--- src/rtl/rtg_defines.svh ---
/*
  Widths and configuration addresses for the RTG display path.
  Include wherever a width or register address is needed.
*/
`ifndef RTG_DEFINES_SVH
`define RTG_DEFINES_SVH

//////////////////////////////////////////////////////////////////////
// data widths
//////////////////////////////////////////////////////////////////////

`define RTG_WORD_W    16   // one fetched pixel word
`define RTG_COLOR_W   8    // per colour channel
`define RTG_PWIDTH_W  4    // clocks per fetch, minus one
`define RTG_VBEND_W   7    // lines hidden after vblank
`define RTG_CLUT_AW   8    // 256 colour table entries

//////////////////////////////////////////////////////////////////////
// configuration address map
//////////////////////////////////////////////////////////////////////

`define RTG_CFG_AW    9    // 512 locations in all

// mode register; wdata[13:0] = {ena, clut, ext, pixelwidth, vbend}
`define RTG_ADDR_MODE 9'd0

// colour table window, 256..511; wdata = {r, g, b}
`define RTG_CLUT_BASE 9'd256

`endif

--- src/rtl/rtg_pkg.sv ---
/*
  Types shared by the RTG display blocks and the testbench.
  Refer to them as rtg_pkg::name.
*/
`include "rtg_defines.svh"

package rtg_pkg;

  // one 24-bit colour
  typedef struct packed {
    logic [`RTG_COLOR_W-1:0] r;
    logic [`RTG_COLOR_W-1:0] g;
    logic [`RTG_COLOR_W-1:0] b;
  } rgb_t;

  // mode register, msb first as written on cfg_wdata
  typedef struct packed {
    logic                     ena;        // RTG screen on
    logic                     clut;       // 8-bit indexed instead of RGB555
    logic                     ext;        // one extra fetch at blank start
    logic [`RTG_PWIDTH_W-1:0] pixelwidth; // clocks per fetch - 1
    logic [`RTG_VBEND_W-1:0]  vbend;      // lines to hide after vblank
  } rtg_mode_t;

endpackage

--- src/rtl/rtg_pixel_out.sv ---
/*
  Output pixel path. Expands RGB555 or looks up the CLUT, picks RTG or
  chipset colour, mixes in the OSD and registers the video outputs.
*/
`timescale 1ns/1ps
`include "rtg_defines.svh"

module rtg_pixel_out (
  input  logic                    clk_114,
  input  logic                    arst_n,
  input  rtg_pkg::rtg_mode_t      mode,
  input  logic                    rtg_blank,
  input  logic                    clut_sel_d,
  input  logic [`RTG_WORD_W-1:0]  rtg_data,
  input  rtg_pkg::rgb_t           chip_rgb,
  input  logic                    chip_hsync,
  input  logic                    chip_vsync,
  input  logic                    osd_window,
  input  logic                    osd_pixel,
  output logic [`RTG_CLUT_AW-1:0] clut_idx,
  input  rtg_pkg::rgb_t           clut_rgb,
  output rtg_pkg::rgb_t           vid_rgb,
  output logic                    vid_hsync,
  output logic                    vid_vsync
);

  localparam int CW = `RTG_COLOR_W;

  rtg_pkg::rgb_t hc_rgb, src_now, src_clut, chip_rgb_d, out_nxt;
  logic          rtg_on, rtg_on_d, osd_window_d, osd_pixel_d, use_clut;
  logic [1:0]    hsync_sr, vsync_sr; // two clocks of sync delay

  // OSD sits in the top two bits; blue tint outside osd pixels
  function automatic rtg_pkg::rgb_t osd_mix(input rtg_pkg::rgb_t c,
                                            input logic win, input logic pix);
    rtg_pkg::rgb_t o;
    o = c;
    if (win) begin
      o.r = {pix ? 2'b11 : 2'b00, c.r[CW-1:2]};
      o.g = {pix ? 2'b11 : 2'b00, c.g[CW-1:2]};
      o.b = {pix ? 2'b11 : 2'b10, c.b[CW-1:2]};
    end
    return o;
  endfunction

  // high byte first, then the low byte
  assign clut_idx = clut_sel_d ? rtg_data[`RTG_CLUT_AW-1:0]
                               : rtg_data[`RTG_WORD_W-1 -: `RTG_CLUT_AW];

  always_comb begin
    hc_rgb.r = {rtg_data[14:10], rtg_data[14:12]};  // 5 -> 8 bits
    hc_rgb.g = {rtg_data[9:5],   rtg_data[9:7]};
    hc_rgb.b = {rtg_data[4:0],   rtg_data[4:2]};
    rtg_on   = mode.ena && !rtg_blank;
    use_clut = mode.ena && mode.clut;                // two clock path
    src_now  = rtg_on ? hc_rgb : chip_rgb;
    src_clut = rtg_on_d ? clut_rgb : chip_rgb_d;
    out_nxt  = use_clut ? osd_mix(src_clut, osd_window_d, osd_pixel_d)
                        : osd_mix(src_now, osd_window, osd_pixel);
  end

  //////////////////////////////////////////////////////////////////////
  // alignment stage and output registers
  //////////////////////////////////////////////////////////////////////

  always_ff @(posedge clk_114) begin
    chip_rgb_d <= chip_rgb;  // waits for the CLUT read
  end

  always_ff @(posedge clk_114 or negedge arst_n) begin
    if (!arst_n) begin
      rtg_on_d     <= 1'b0;
      osd_window_d <= 1'b0;
      osd_pixel_d  <= 1'b0;
      hsync_sr     <= '0;
      vsync_sr     <= '0;
      vid_rgb      <= '0;
    end else begin
      rtg_on_d     <= rtg_on;
      osd_window_d <= osd_window;
      osd_pixel_d  <= osd_pixel;
      hsync_sr     <= {hsync_sr[0], chip_hsync};
      vsync_sr     <= {vsync_sr[0], chip_vsync};
      vid_rgb      <= out_nxt;
    end
  end

  assign vid_hsync = hsync_sr[1];
  assign vid_vsync = vsync_sr[1];

endmodule

--- config.mk ---
export PLATFORM = sky130hd
export DESIGN_NAME = rtg_pixel_out
export DESIGN_NICKNAME = d
export VERILOG_FILES = /design/src/rtl/rtg_pkg.sv /design/src/rtl/rtg_pixel_out.sv
export VERILOG_INCLUDE_DIRS = /design/src /design/src/rtl
export SDC_FILE = /design/constraint.sdc
export NUM_CORES = 1
export LEC_CHECK = 0
export BUFFER_PORTS_ARGS = -buffer_cell sky130_fd_sc_hd__buf_2
export CORE_MARGIN = 3
export CORE_UTILIZATION = 42
export CTS_CLUSTER_SIZE = 20
export DETAILED_ROUTE_END_ITERATION = 10
export HOLD_SLACK_MARGIN = 0.1
export PLACE_DENSITY = 0.76
export RECOVER_POWER = 50
export SLEW_MARGIN = 10
export SYNTH_ARGS = -nofsm -noshare
export SYNTH_HDL_FRONTEND = slang
export SYNTH_SLANG_ARGS = --single-unit
--- constraint.sdc ---
create_clock -name clk_114 -period 1.5 [get_ports clk_114]
set_input_delay 0 -clock clk_114 [delete_from_list [all_inputs] [get_ports clk_114]]
set_output_delay 0 -clock clk_114 [all_outputs]
set_load 0.1 [all_outputs]
; ---- Word level (Yosys, flattened, before mapping)
; Index checks and enable logic that the tools add are counted.
; Widths: inputs -> output; s select.
[totals]
reg_bits = 55
inputBits = 86
elab_cells = 24
[classes]
mux = 10
reduce_logical = 3
[ops]
columns = op, n
row1 = $mux 24, 5
row2 = $mux 8, 1
row3 = $mux 2, 2
row4 = $logic_and 1x1->1, 2
row5 = $mux 1, 2
row6 = $logic_not 1->1, 1

; ---- Logic depth before layout (Yosys ltp)
; Gate-level depths: netlist (run 1).
[depth]
ltp_word = 5
mapped_depth = 6

; ---- Worst setup path after synthesis (run 1)
; OpenSTA, ideal clock, no wires.
[synth_timing]
path_kind = reg2reg
start = reg rtg_on_d
end = reg vid_rgb[3] (netlist name)
arrival_ps = 1288
t_required_ps = 1362
slack_ps = 74
path_stages_with_launch = 7
n_path_buf = 2
period_less_slack_ps = 1426
path_cell_list = dfrtp_1 buf_6 buf_2 mux2i_1 nor2_1 a221oi_1 o211ai_1
[synth_rtl]
columns = item, line_no
row1 = "start, declared", rtg_pixel_out.sv:30  ; logic rtg_on, rtg_on_d, osd_window_d, osd_pixel_d, use_clut;
row2 = "start signal, assigned", rtg_pixel_out.sv:79  ; rtg_on_d <= rtg_on;
row3 = "end signal, assigned", rtg_pixel_out.sv:84  ; vid_rgb <= out_nxt;
row4 = "end, declared", rtg_pixel_out.sv:22  ; output rtg_pkg::rgb_t vid_rgb,

==> results.sh, run 1 <==
export IMPL_setup_slack_ps=-70.1
export IMPL_worstSetupPathType="reg2reg"
export IMPL_p_leak_nw=1.74
export IMPL_synth_area_leaders="dfrtp_1 (30%), dfxtp_1 (18%), mux2_2 (7.8%)"
export IMPL_power_w=0.00402
export IMPL_place_hpwl_um=6140
export IMPL_yosysTopAreaCell="dfrtp_1"
export IMPL_rr_worst_depth=5
export IMPL_routed_via_density=5.72
export IMPL_antenna_found_initial=0
export IMPL_ys_warn_count=0
export IMPL_cts_reportedPaths_clkPinSlew_ps=100
export IMPL_fin_nets=492
export IMPL_dr_pass1_iters=5
export IMPL_die_x_um=84.6
export IMPL_syn_nets=318
export IMPL_crit_required_ps=1700
export IMPL_min_to="vid_rgb[3]$_DFF_PN0_"
export IMPL_clock_sinks=55
export IMPL_wl_per_cell_um=18.8
export IMPL_dieArea_um2=7160
export IMPL_drive_gt1_frac=0.378
export IMPL_fillers=504
export IMPL_clock_latency_ps=310
export IMPL_grt_pass1_wl_um=14300
export IMPL_setup_violations_final=4
export IMPL_synth_edf_count=0
export IMPL_end_kind="flop"
export IMPL_violations="negative setup slack"
export IMPL_route_vias_total=2758
export IMPL_cts_root_buf="clkbuf_8"
export IMPL_synth_top_area_share=0.299
export IMPL_hold_viol=0
export IMPL_cts_tree="built"
export IMPL_outcome="finished with violations"
export IMPL_grt_pass1_vias=2965
export IMPL_start_util=0.436
export IMPL_slew_headroom=0.447
export IMPL_clockBufferDepth=2
export IMPL_crit_path_max_fanout=3
export IMPL_drc_errors=0
export IMPL_p_per_area_nw_per_um2=1010
export IMPL_hp_class="in2reg"
export IMPL_numCtsBuffers=5
export IMPL_gr_total_overflow=0
export IMPL_drtIter0Drc=273
export IMPL_hold_depth=4
export IMPL_hold_path_startpoint="clut_rgb[3]"
export IMPL_ys_async_sr_fraction=0.564
export IMPL_h_tree_depth=2
export IMPL_area_delta_synth_final_pct=53.4
export IMPL_die_y_um=84.6
export IMPL_ys_types=46
export IMPL_diodes=0
export IMPL_routed_wl_um=9080
export IMPL_io_pins=120
export IMPL_syn_area_um2=2600
export IMPL_grt_max_degree=32
export IMPL_ys_flop_type="dfrtp_1"
export IMPL_place_ws_ps=-28.4
export IMPL_rows=28
export IMPL_ff_latch_area_um2=1260
export IMPL_syn_inst=232
export IMPL_period_minus_slack_ps=1570
export IMPL_hold_worst_slack_ps=94.1
export IMPL_avgSynthCellArea_um2=11.2
export IMPL_fmax_ghz=0.637
export IMPL_drv_slew=0
export IMPL_worst_slew_pin_slew_ps=830
export IMPL_synth_seq_area_share=0.484
export IMPL_cap_violations=0
export IMPL_r2r_end="vid_rgb[19]$_DFF_PN0_"
export IMPL_start_kind="flop"
export IMPL_vdd_ir_drop_max_mv=0.518
export IMPL_ant_nets=0
export IMPL_post_route_period_util=1.05
export IMPL_core_area_um2=5960
export IMPL_skew_ps=8.37
export IMPL_numPortBuffers=107
export IMPL_timing_rr_start="rtg_on_d$_DFF_PN0_"
export IMPL_crit_arrival_ps=1770
export IMPL_rrSetupSlack_ps=-70
export IMPL_gp_congestion=0.890
export IMPL_ys_ff_latch=55
export IMPL_rsz0062_at_grt="true"
export IMPL_multi_input_area_um2=1290
export IMPL_grt_util_all_layers=0.253
## per-stage QoR
stage | util | setup TNS, ps | cell area [µm²] | cells
floorplan | - | 0 | 2600 | 232
global placement | 0.551 | 0 | 3280 | 419
detailed placement | 0.551 | -28.4 | 3280 | 419
CTS | 0.654 | -27.7 | 3890 | 477
global route | 0.669 | -492 | 3990 | 482
finish | 0.669 | -92.6 | 3990 | 482
## timing repair
action / in CTS / in global routing
endpoints found under the hold margin: 82 / 0
hold buffers: 50 / 0
setup endpoints to repair: 4 / 13
pin swaps: 0 / 6
resized for setup: 2 / 19
setup buffers: 0 / 5
cloned: 0 / 0
## layer usage
layer  share of wire  global-route usage  up-vias
li1                -                   -     1235
met1            0.39               0.317     1324
met2            0.50               0.423      167
met3           0.078              0.0520       32
met4           0.032               0.108        0
met5               0                   0        -
## Yosys cell counts, types with 2 or more instances
master,count
clkbuf_1,3
nand2_1,8
a22oi_1,14
a211oi_1,6
o22ai_1,7
o2bb2ai_1,3
nor2_1,10
a21oi_1,9
and2_1,3
mux2i_1,14
nor2b_1,3
dfxtp_1,24
mux2_2,18
o211ai_1,13
buf_4,2
o221ai_1,2
buf_6,5
inv_1,6
a222oi_1,4
a221oi_1,4
dfrtp_1,31
nand3_1,8
o21ai_0,6
nand3b_1,3
buf_2,5
## worst max-delay path by stage
| stage | from | endpoint |
|---|---|---|
| global placement | rtg_on_d$_DFF_PN0_ | vid_rgb[8]$_DFF_PN0_ |
| global route | rtg_on_d$_DFF_PN0_ | vid_rgb[19]$_DFF_PN0_ |
| floorplan | rtg_on_d$_DFF_PN0_ | vid_rgb[3]$_DFF_PN0_ |
| CTS | rtg_on_d$_DFF_PN0_ | vid_rgb[10]$_DFF_PN0_ |
| finish | rtg_on_d$_DFF_PN0_ | vid_rgb[19]$_DFF_PN0_ |
| detailed placement | rtg_on_d$_DFF_PN0_ | vid_rgb[18]$_DFF_PN0_ |
## sequential cells by signal, summed over array words and instances, names as in the netlist
signal	cells
osd_pixel_d	1
osd_window_d	1
chip_rgb_d	24
rtg_on_d	1
vsync_sr	2
vid_rgb	24
hsync_sr	2
## worst max-delay path, cell delays in order, from the launching register on
cell,delay [ps]
dfrtp_1,410
buf_4,150
mux2_2,350
a22oi_2,170
o21ai_0,110
a221o_1,260
## cell usage in the layout, fill, tap and decap left out, types with 2 or more instances in the layout
master and count:
buf_2 82, dlygate4sd3_1 50, dfrtp_1 30, clkbuf_1 25, dfxtp_1 24, buf_4 21, mux2_2 14, a22oi_1 13
o211ai_1 13, nor2_1 10, a21oi_1 9, mux2i_1 9, nand2_1 8, nand3_1 8, o22ai_1 7, inv_1 6
o21ai_0 6, clkbuf_8 6, a222oi_1 4, a211oi_1 4, mux2_4 4, nor2b_1 3, mux2i_2 3, and2_1 3
nand3b_1 3, o2bb2ai_1 3, a221oi_2 3, buf_6 3, o221ai_1 2, a211oi_2 2, mux2i_4 2
## logic make-up (layout without fill, tap and decap cells)
kind of cell	Yosys count	after routing	synth area share
buffers and inverters	22	197	0.0520
and+or+nand+nor	44	44	0.107
muxes	33	33	0.141
AOI/OAI and AO/OA	78	78	0.217
DFF	55	55	0.484
## layout make-up
| class | count | share of cell area |
|---|---|---|
| multi-input combinational | 155 | 0.324 |
| timing repair buffer | 183 | 0.306 |
| inverter | 6 | 0.00565 |
| sequential | 55 | 0.316 |
| tap | 75 | 0.0235 |
| clock buffer | 6 | 0.0207 |
| clock inverter | 2 | 0.00408 |
## power breakdown
group	total (W)	switching (W)	internal, W
registers	0.00163	0.0000383	0.00159
clock network	0.000866	0.000489	0.000378
logic	0.00152	0.00110	0.000425
total	0.00402	0.00163	0.00239
No activity file was read; power rests on OpenSTA's default activity.
==> run 2, diff against run 1 <==
Settings changed: ABC_AREA from default to 1.
==> run 2 against run 1 <==
The flow now finishes without violations. Final area is 1.5% lower. Worst hold slack better by 18 ps. First-iteration DRC count is 22% lower. Clock power is 4.8% higher. Clock skew hardly changed. Maximum frequency is 11% higher. Critical path depth is 2 higher. Routed wire length is 5.3% lower. Via count is 12% higher. Global-route usage is 0.25 points lower. Critical endpoint is now vid_rgb[11]$_DFF_PN0_. Largest cell class is now registers.
==> results.sh, run 2 <==
export IMPL_outcome="complete, no violations"
export IMPL_syn_inst=356
export IMPL_drc_errors=0
export IMPL_area_delta_synth_final_pct=50.6
export IMPL_die_y_um=84.8
export IMPL_post_cts_buffers=0
export IMPL_place_hpwl_um=5800
export IMPL_start_util=0.437
export IMPL_hold_depth=5
export IMPL_yosys_top_cells_count="nand2_1 (143), nand3_1 (91), dfrtp_1 (31)"
export IMPL_crit_arrival_ps=1610
export IMPL_drt_met1_wl_um=3360
export IMPL_worstSetupPathType="in2reg"
export IMPL_start_kind="input port"
export IMPL_grt_util_all_layers=0.251
export IMPL_timing_rr_start="rtg_on_d$_DFF_PN0_"
export IMPL_routed_wl_um=8590
export IMPL_cap_violations=0
export IMPL_cts_reportedPaths_clkPinSlew_ps=100
export IMPL_synth_top_area_share=0.298
export IMPL_ys_types=17
export IMPL_slowest_delay_ps=570
export IMPL_ant_nets=0
export IMPL_clockBufferDepth=2
export IMPL_fin_nets=612
export IMPL_crit_required_ps=1690
export IMPL_met2_length_um=4280
export IMPL_synth_area_leaders="dfrtp_1 (30%), nand2_1 (21%), dfxtp_1 (18%)"
export IMPL_ys_ff_latch=55
export IMPL_gp_congestion=0.892
export IMPL_ys_async_sr_fraction=0.564
export IMPL_cts_root_buf="clkbuf_8"
export IMPL_crit_path_max_fanout=5
export IMPL_grt_pass1_vias=3130
export IMPL_core_area_um2=5960
export IMPL_die_x_um=84.8
export IMPL_hold_worst_slack_ps=112
export IMPL_dieArea_um2=7180
export IMPL_io_pins=120
export IMPL_rrSetupSlack_ps=240
export IMPL_numCtsBuffers=5
export IMPL_crit_buf_inv=3
export IMPL_fin_setup_tns_ps=0
export IMPL_vdd_ir_drop_max_mv=0.562
export IMPL_wl_per_cell_um=14.3
export IMPL_end_kind="flop"
export IMPL_worst_slew_pin_slew_ps=810
export IMPL_period_minus_slack_ps=1420
export IMPL_grt_max_degree=32
export IMPL_cts_tree="built"
export IMPL_dpl_cell_count=531
export IMPL_ys_flop_type="dfrtp_1"
export IMPL_drtIter0Drc=212
export IMPL_avgSynthCellArea_um2=7.32
export IMPL_synth_seq_area_share=0.482
export IMPL_clock_sinks=55
export IMPL_synth_edf_count=0
export IMPL_syn_nets=442
export IMPL_drive_gt1_frac=0.220
export IMPL_antenna_found_initial=0
export IMPL_fin_util=0.659
export IMPL_routed_via_density=5.13
export IMPL_post_route_period_util=0.946
export IMPL_numPortBuffers=107
export IMPL_clock_latency_ps=310
export IMPL_min_to="vid_rgb[18]$_DFF_PN0_"
export IMPL_layout_common_cells="nand2_1 (143), nand3_1 (91), buf_2 (86), dlygate4sd3_1 (63), dfrtp_1 (31)"
export IMPL_drv_slew=0
export IMPL_wl_met3_um=752
export IMPL_fmax_ghz=0.705
export IMPL_dr_pass1_iters=5
export IMPL_diodes=0
export IMPL_p_per_area_nw_per_um2=1020
export IMPL_rsz0062_at_grt="false"
export IMPL_skew_ps=8.19
export IMPL_dpl_instance_area_um2=3210
export IMPL_hp_class="in2reg"
export IMPL_h_tree_depth=2
export IMPL_hold_viol=0
export IMPL_hold_path_startpoint="clut_rgb[20]"
export IMPL_yosysTopAreaCell="dfrtp_1"
export IMPL_path_delay_family="buffers and inverters"
export IMPL_syn_area_um2=2600
export IMPL_layout_cells_most_common="nand2_1"
export IMPL_rr_worst_depth=6
export IMPL_rows=28
export IMPL_fillers=528
export IMPL_finalInstanceArea_um2=3920
export IMPL_top_regs="chip_rgb_d x24, vid_rgb x24"
export IMPL_highest_layer="met4"
export IMPL_p_leak_nw=2.03
export IMPL_gr_total_overflow=0
export IMPL_synth_most_common_cell="nand2_1"
export IMPL_route_vias_total=3087
export IMPL_cp_slowest_cell="dlygate4sd3_1"
export IMPL_setup_violations_final=0
export IMPL_grt_pass1_wl_um=14500
export IMPL_ys_warn_count=0
export IMPL_slew_headroom=0.460
export IMPL_final_cell_count_no_fill=602
export IMPL_r2r_end="vid_rgb[5]$_DFF_PN0_"
export IMPL_crit_chain="dlygate4sd3_1 -> buf_2 -> nor2_4 -> nand2_1 -> dlygate4sd3_1 -> nand3_1 -> nand3_1"
## run 2: cell count changes after synthesis, moves of 7 or more
cell | before | now
nand3_1 | 8 | 91
mux2_2 | 18 | 2
o22ai_1 | 7 | 0
inv_1 | 6 | 19
nand2_1 | 8 | 143
mux2i_1 | 14 | 0
a22oi_1 | 14 | 0
o211ai_1 | 13 | 0
## run 2: where the power goes
| group | internal [W] | switching [W] | total, W |
|---|---|---|---|
| clock network | 0.000421 | 0.000487 | 0.000908 |
| registers | 0.00159 | 0.0000327 | 0.00162 |
| logic | 0.000375 | 0.00112 | 0.00149 |
| total | 0.00239 | 0.00163 | 0.00402 |
## run 2: per-stage QoR
stage	setup slack, ps	total power, W
3_3_place_gp	321	0.00300
6_report	80.7	0.00402
3_5_place_dp	293	0.00301
4_1_cts	39.2	0.00403
5_1_grt	11.6	0.00419
2_1_floorplan	-285	0.00269
## run 2: final cells by class
cell class / count / area (µm²) / area share
flip-flops and latches: 55 / 1260 / 0.320
repair buffers: 181 / 1240 / 0.315
multi-input cells: 263 / 1160 / 0.295
clock buffers: 7 / 96.3 / 0.0246
well taps: 75 / 93.8 / 0.0239
inverters: 20 / 75.1 / 0.0191
clock inverters: 1 / 7.51 / 0.00191
## run 2: worst max-delay path by stage
stage,startpoint,to,depth (start not counted)
after CTS,rtg_blank,vid_rgb[11]$_DFF_PN0_,7
after global placement,rtg_on_d$_DFF_PN0_,vid_rgb[3]$_DFF_PN0_,6
final,rtg_blank,vid_rgb[11]$_DFF_PN0_,7
after global routing,rtg_blank,vid_rgb[11]$_DFF_PN0_,7
after floorplan,clut_sel_d,clut_idx[5],3
after detailed placement,rtg_on_d$_DFF_PN0_,vid_rgb[21]$_DFF_PN0_,6
## run 2: worst register-to-register path: cells and delay by family (launching register included)
| family | cells | cell delay, ps |
|---|---|---|
| buffers and inverters | 2 | 290 |
| DFF | 1 | 510 |
| and+or+nand+nor | 4 | 330 |
## run 2: logic make-up (layout without fill, tap and decap cells)
kind of cell | Yosys count | in the layout | share of synthesized area
AOI/OAI and AO/OA | 12 | 12 | 0.0231
muxes | 2 | 2 | 0.00864
buffers and inverters | 38 | 209 | 0.0749
DFF | 55 | 55 | 0.482
and+or+nand+nor | 249 | 249 | 0.411
## run 2: per-layer routing
layer  GRT usage  vias up
li1            -     1481
met1       0.314     1415
met2       0.434      165
met3      0.0461       26
met4      0.0835        0
met5           0        -
## run 2: what timing repair did
action / CTS / global route
setup endpoints to repair: 0 / 1
hold buffers: 63 / 0
hold endpoints to repair: 84 / 0
gates resized for setup: 0 / 1
==> run 3, diff against run 2 <==
Settings changed: CORE_UTILIZATION 42 to 46, PLACE_DENSITY 0.76 to 0.79.
Clock period 1.5 ns to 1.7 ns, I/O delays scaled along.
==> run 3 against run 2 <==
Die area is 8.1% lower. Critical path type is now reg2reg. Routed wire length is 2.8% higher. Sequential power is 11% lower. Sequential share of layout area hardly changed.
==> results.sh, run 3 (synthesis gave the netlist of run 2 again) <==
export IMPL_rows=26
export IMPL_period_minus_slack_ps=1490
export IMPL_dpl_instance_area_um2=3200
export IMPL_worstSetupPathType="reg2reg"
export IMPL_grt_util_all_layers=0.273
export IMPL_numPortBuffers=107
export IMPL_top_regs="chip_rgb_d x24, vid_rgb x24"
export IMPL_post_route_period_util=0.878
export IMPL_worst_slew_pin_slew_ps=770
export IMPL_layout_common_cells="nand2_1 (143), nand3_1 (91), buf_2 (88), dlygate4sd3_1 (63), dfrtp_1 (31)"
export IMPL_post_cts_buffers=0
export IMPL_fmax_ghz=0.670
export IMPL_drtIter0Drc=390
export IMPL_hp_class="in2reg"
export IMPL_p_per_area_nw_per_um2=922
export IMPL_dr_pass1_iters=5
export IMPL_clock_sinks=55
export IMPL_setup_violations_final=0
export IMPL_cap_violations=0
export IMPL_skew_ps=5.71
export IMPL_drv_slew=0
export IMPL_end_kind="flop"
export IMPL_antenna_found_initial=0
export IMPL_r2r_end="vid_rgb[11]$_DFF_PN0_"
export IMPL_io_pins=120
export IMPL_finalInstanceArea_um2=3920
export IMPL_power_w=0.00361
export IMPL_gp_congestion=0.879
export IMPL_p_leak_nw=2.05
export IMPL_gr_total_overflow=0
export IMPL_area_delta_synth_final_pct=50.5
export IMPL_drc_errors=0
export IMPL_cts_reportedPaths_clkPinSlew_ps=100
export IMPL_ant_nets=0
export IMPL_hold_viol=0
export IMPL_timing_rr_start="rtg_on_d$_DFF_PN0_"
export IMPL_die_y_um=81.3
export IMPL_grt_pass1_wl_um=13700
export IMPL_die_x_um=81.3
export IMPL_start_kind="flop"
export IMPL_cts_root_buf="clkbuf_8"
export IMPL_clock_latency_ps=310
export IMPL_routed_via_density=5.16
export IMPL_outcome="complete, no violations"
export IMPL_numCtsBuffers=5
export IMPL_vdd_ir_drop_max_mv=0.502
export IMPL_routed_wl_um=8830
export IMPL_route_vias_total=3091
export IMPL_clockBufferDepth=2
export IMPL_dpl_cell_count=527
export IMPL_place_hpwl_um=5690
export IMPL_hold_path_startpoint="rtg_data[0]"
export IMPL_wl_per_cell_um=14.7
export IMPL_hold_buffers=63
export IMPL_rrSetupSlack_ps=210
export IMPL_fin_nets=613
export IMPL_start_util=0.491
export IMPL_layout_cells_most_common="nand2_1"
export IMPL_grt_pass1_vias=2919
export IMPL_cts_tree="built"
export IMPL_final_cell_count_no_fill=599
export IMPL_rr_worst_depth=6
export IMPL_core_area_um2=5300
export IMPL_dieArea_um2=6600
export IMPL_min_to="vid_rgb[3]$_DFF_PN0_"
export IMPL_place_ws_ps=261
export IMPL_drive_gt1_frac=0.227
export IMPL_hold_depth=5
export IMPL_crit_arrival_ps=1680
export IMPL_grt_max_degree=32
export IMPL_rsz0062_at_grt="false"
export IMPL_h_tree_depth=2
export IMPL_crit_required_ps=1890
export IMPL_post_cts_resized=0
export IMPL_crit_path_max_fanout=10
export IMPL_setup_slack_ps=207
export IMPL_slew_headroom=0.486
[run 3: cell types whose count changed in the layout (fill, tap and decap cells not counted)]
cell	previous run	this run
buf_12	1	0
buf_2	86	88
buf_4	10	12
bufinv_16	0	1
clkbuf_1	20	17
clkbuf_2	1	3
clkbuf_8	7	5
diode_2	0	1
nor2_2	1	2
nor2_4	2	1
o21ai_0	0	2
o21ai_1	2	0
[run 3: final cells by class]
class | count | area (µm²)
clock inverter | 2 | 37.5
inverter | 20 | 75.1
clock buffer | 6 | 72.6
sequential | 55 | 1260
fill | 411 | 1380
tap | 70 | 87.6
multi-input combinational | 263 | 1150
antenna | 1 | 2.50
timing repair buffer | 182 | 1240
[run 3: per-stage QoR]
step | utilization | hold slack, ps | TNS [ps]
6_report | 0.740 | 106 | 0
5_1_grt | 0.739 | 130 | 0
4_1_cts | 0.743 | 102 | 0
3_5_place_dp | 0.603 | 84.0 | 0
3_3_place_gp | 0.603 | 82.2 | 0
2_1_floorplan | - | -296 | -1380
[run 3: how the worst max path moves through the flow]
stage,cells after the start,end,start,slack [ps]
after floorplan,2,clut_idx[2],clut_sel_d,-610
after global placement,6,vid_rgb[11]$_DFF_PN0_,rtg_on_d$_DFF_PN0_,310
after detailed placement,6,vid_rgb[11]$_DFF_PN0_,rtg_on_d$_DFF_PN0_,260
after CTS,6,vid_rgb[13]$_DFF_PN0_,rtg_on_d$_DFF_PN0_,240
after global routing,6,vid_rgb[1]$_DFF_PN0_,rtg_on_d$_DFF_PN0_,110
final,6,vid_rgb[11]$_DFF_PN0_,rtg_on_d$_DFF_PN0_,210
[run 3: per-layer routing]
metal  vias to the layer above  global-route usage  routed length [µm]
li1                       1485                   -                   -
met1                      1357               0.345                3490
met2                       220               0.456                4250
met3                        29              0.0532                 887
met4                         0               0.111                 210
met5                         -                   0                   0
[run 3: report_power, final]
part / internal, W / switching [W]
clock network: 0.000440 / 0.000424
registers: 0.00140 / 0.0000347
logic: 0.000330 / 0.000984
[run 3: critical path: stages, from the launching register on]
cell and delay (ps):
dfrtp_1 540, inv_1 250, buf_4 240, nand2_1 90, nand3_1 70, nand3_1 110, nand3_1 80
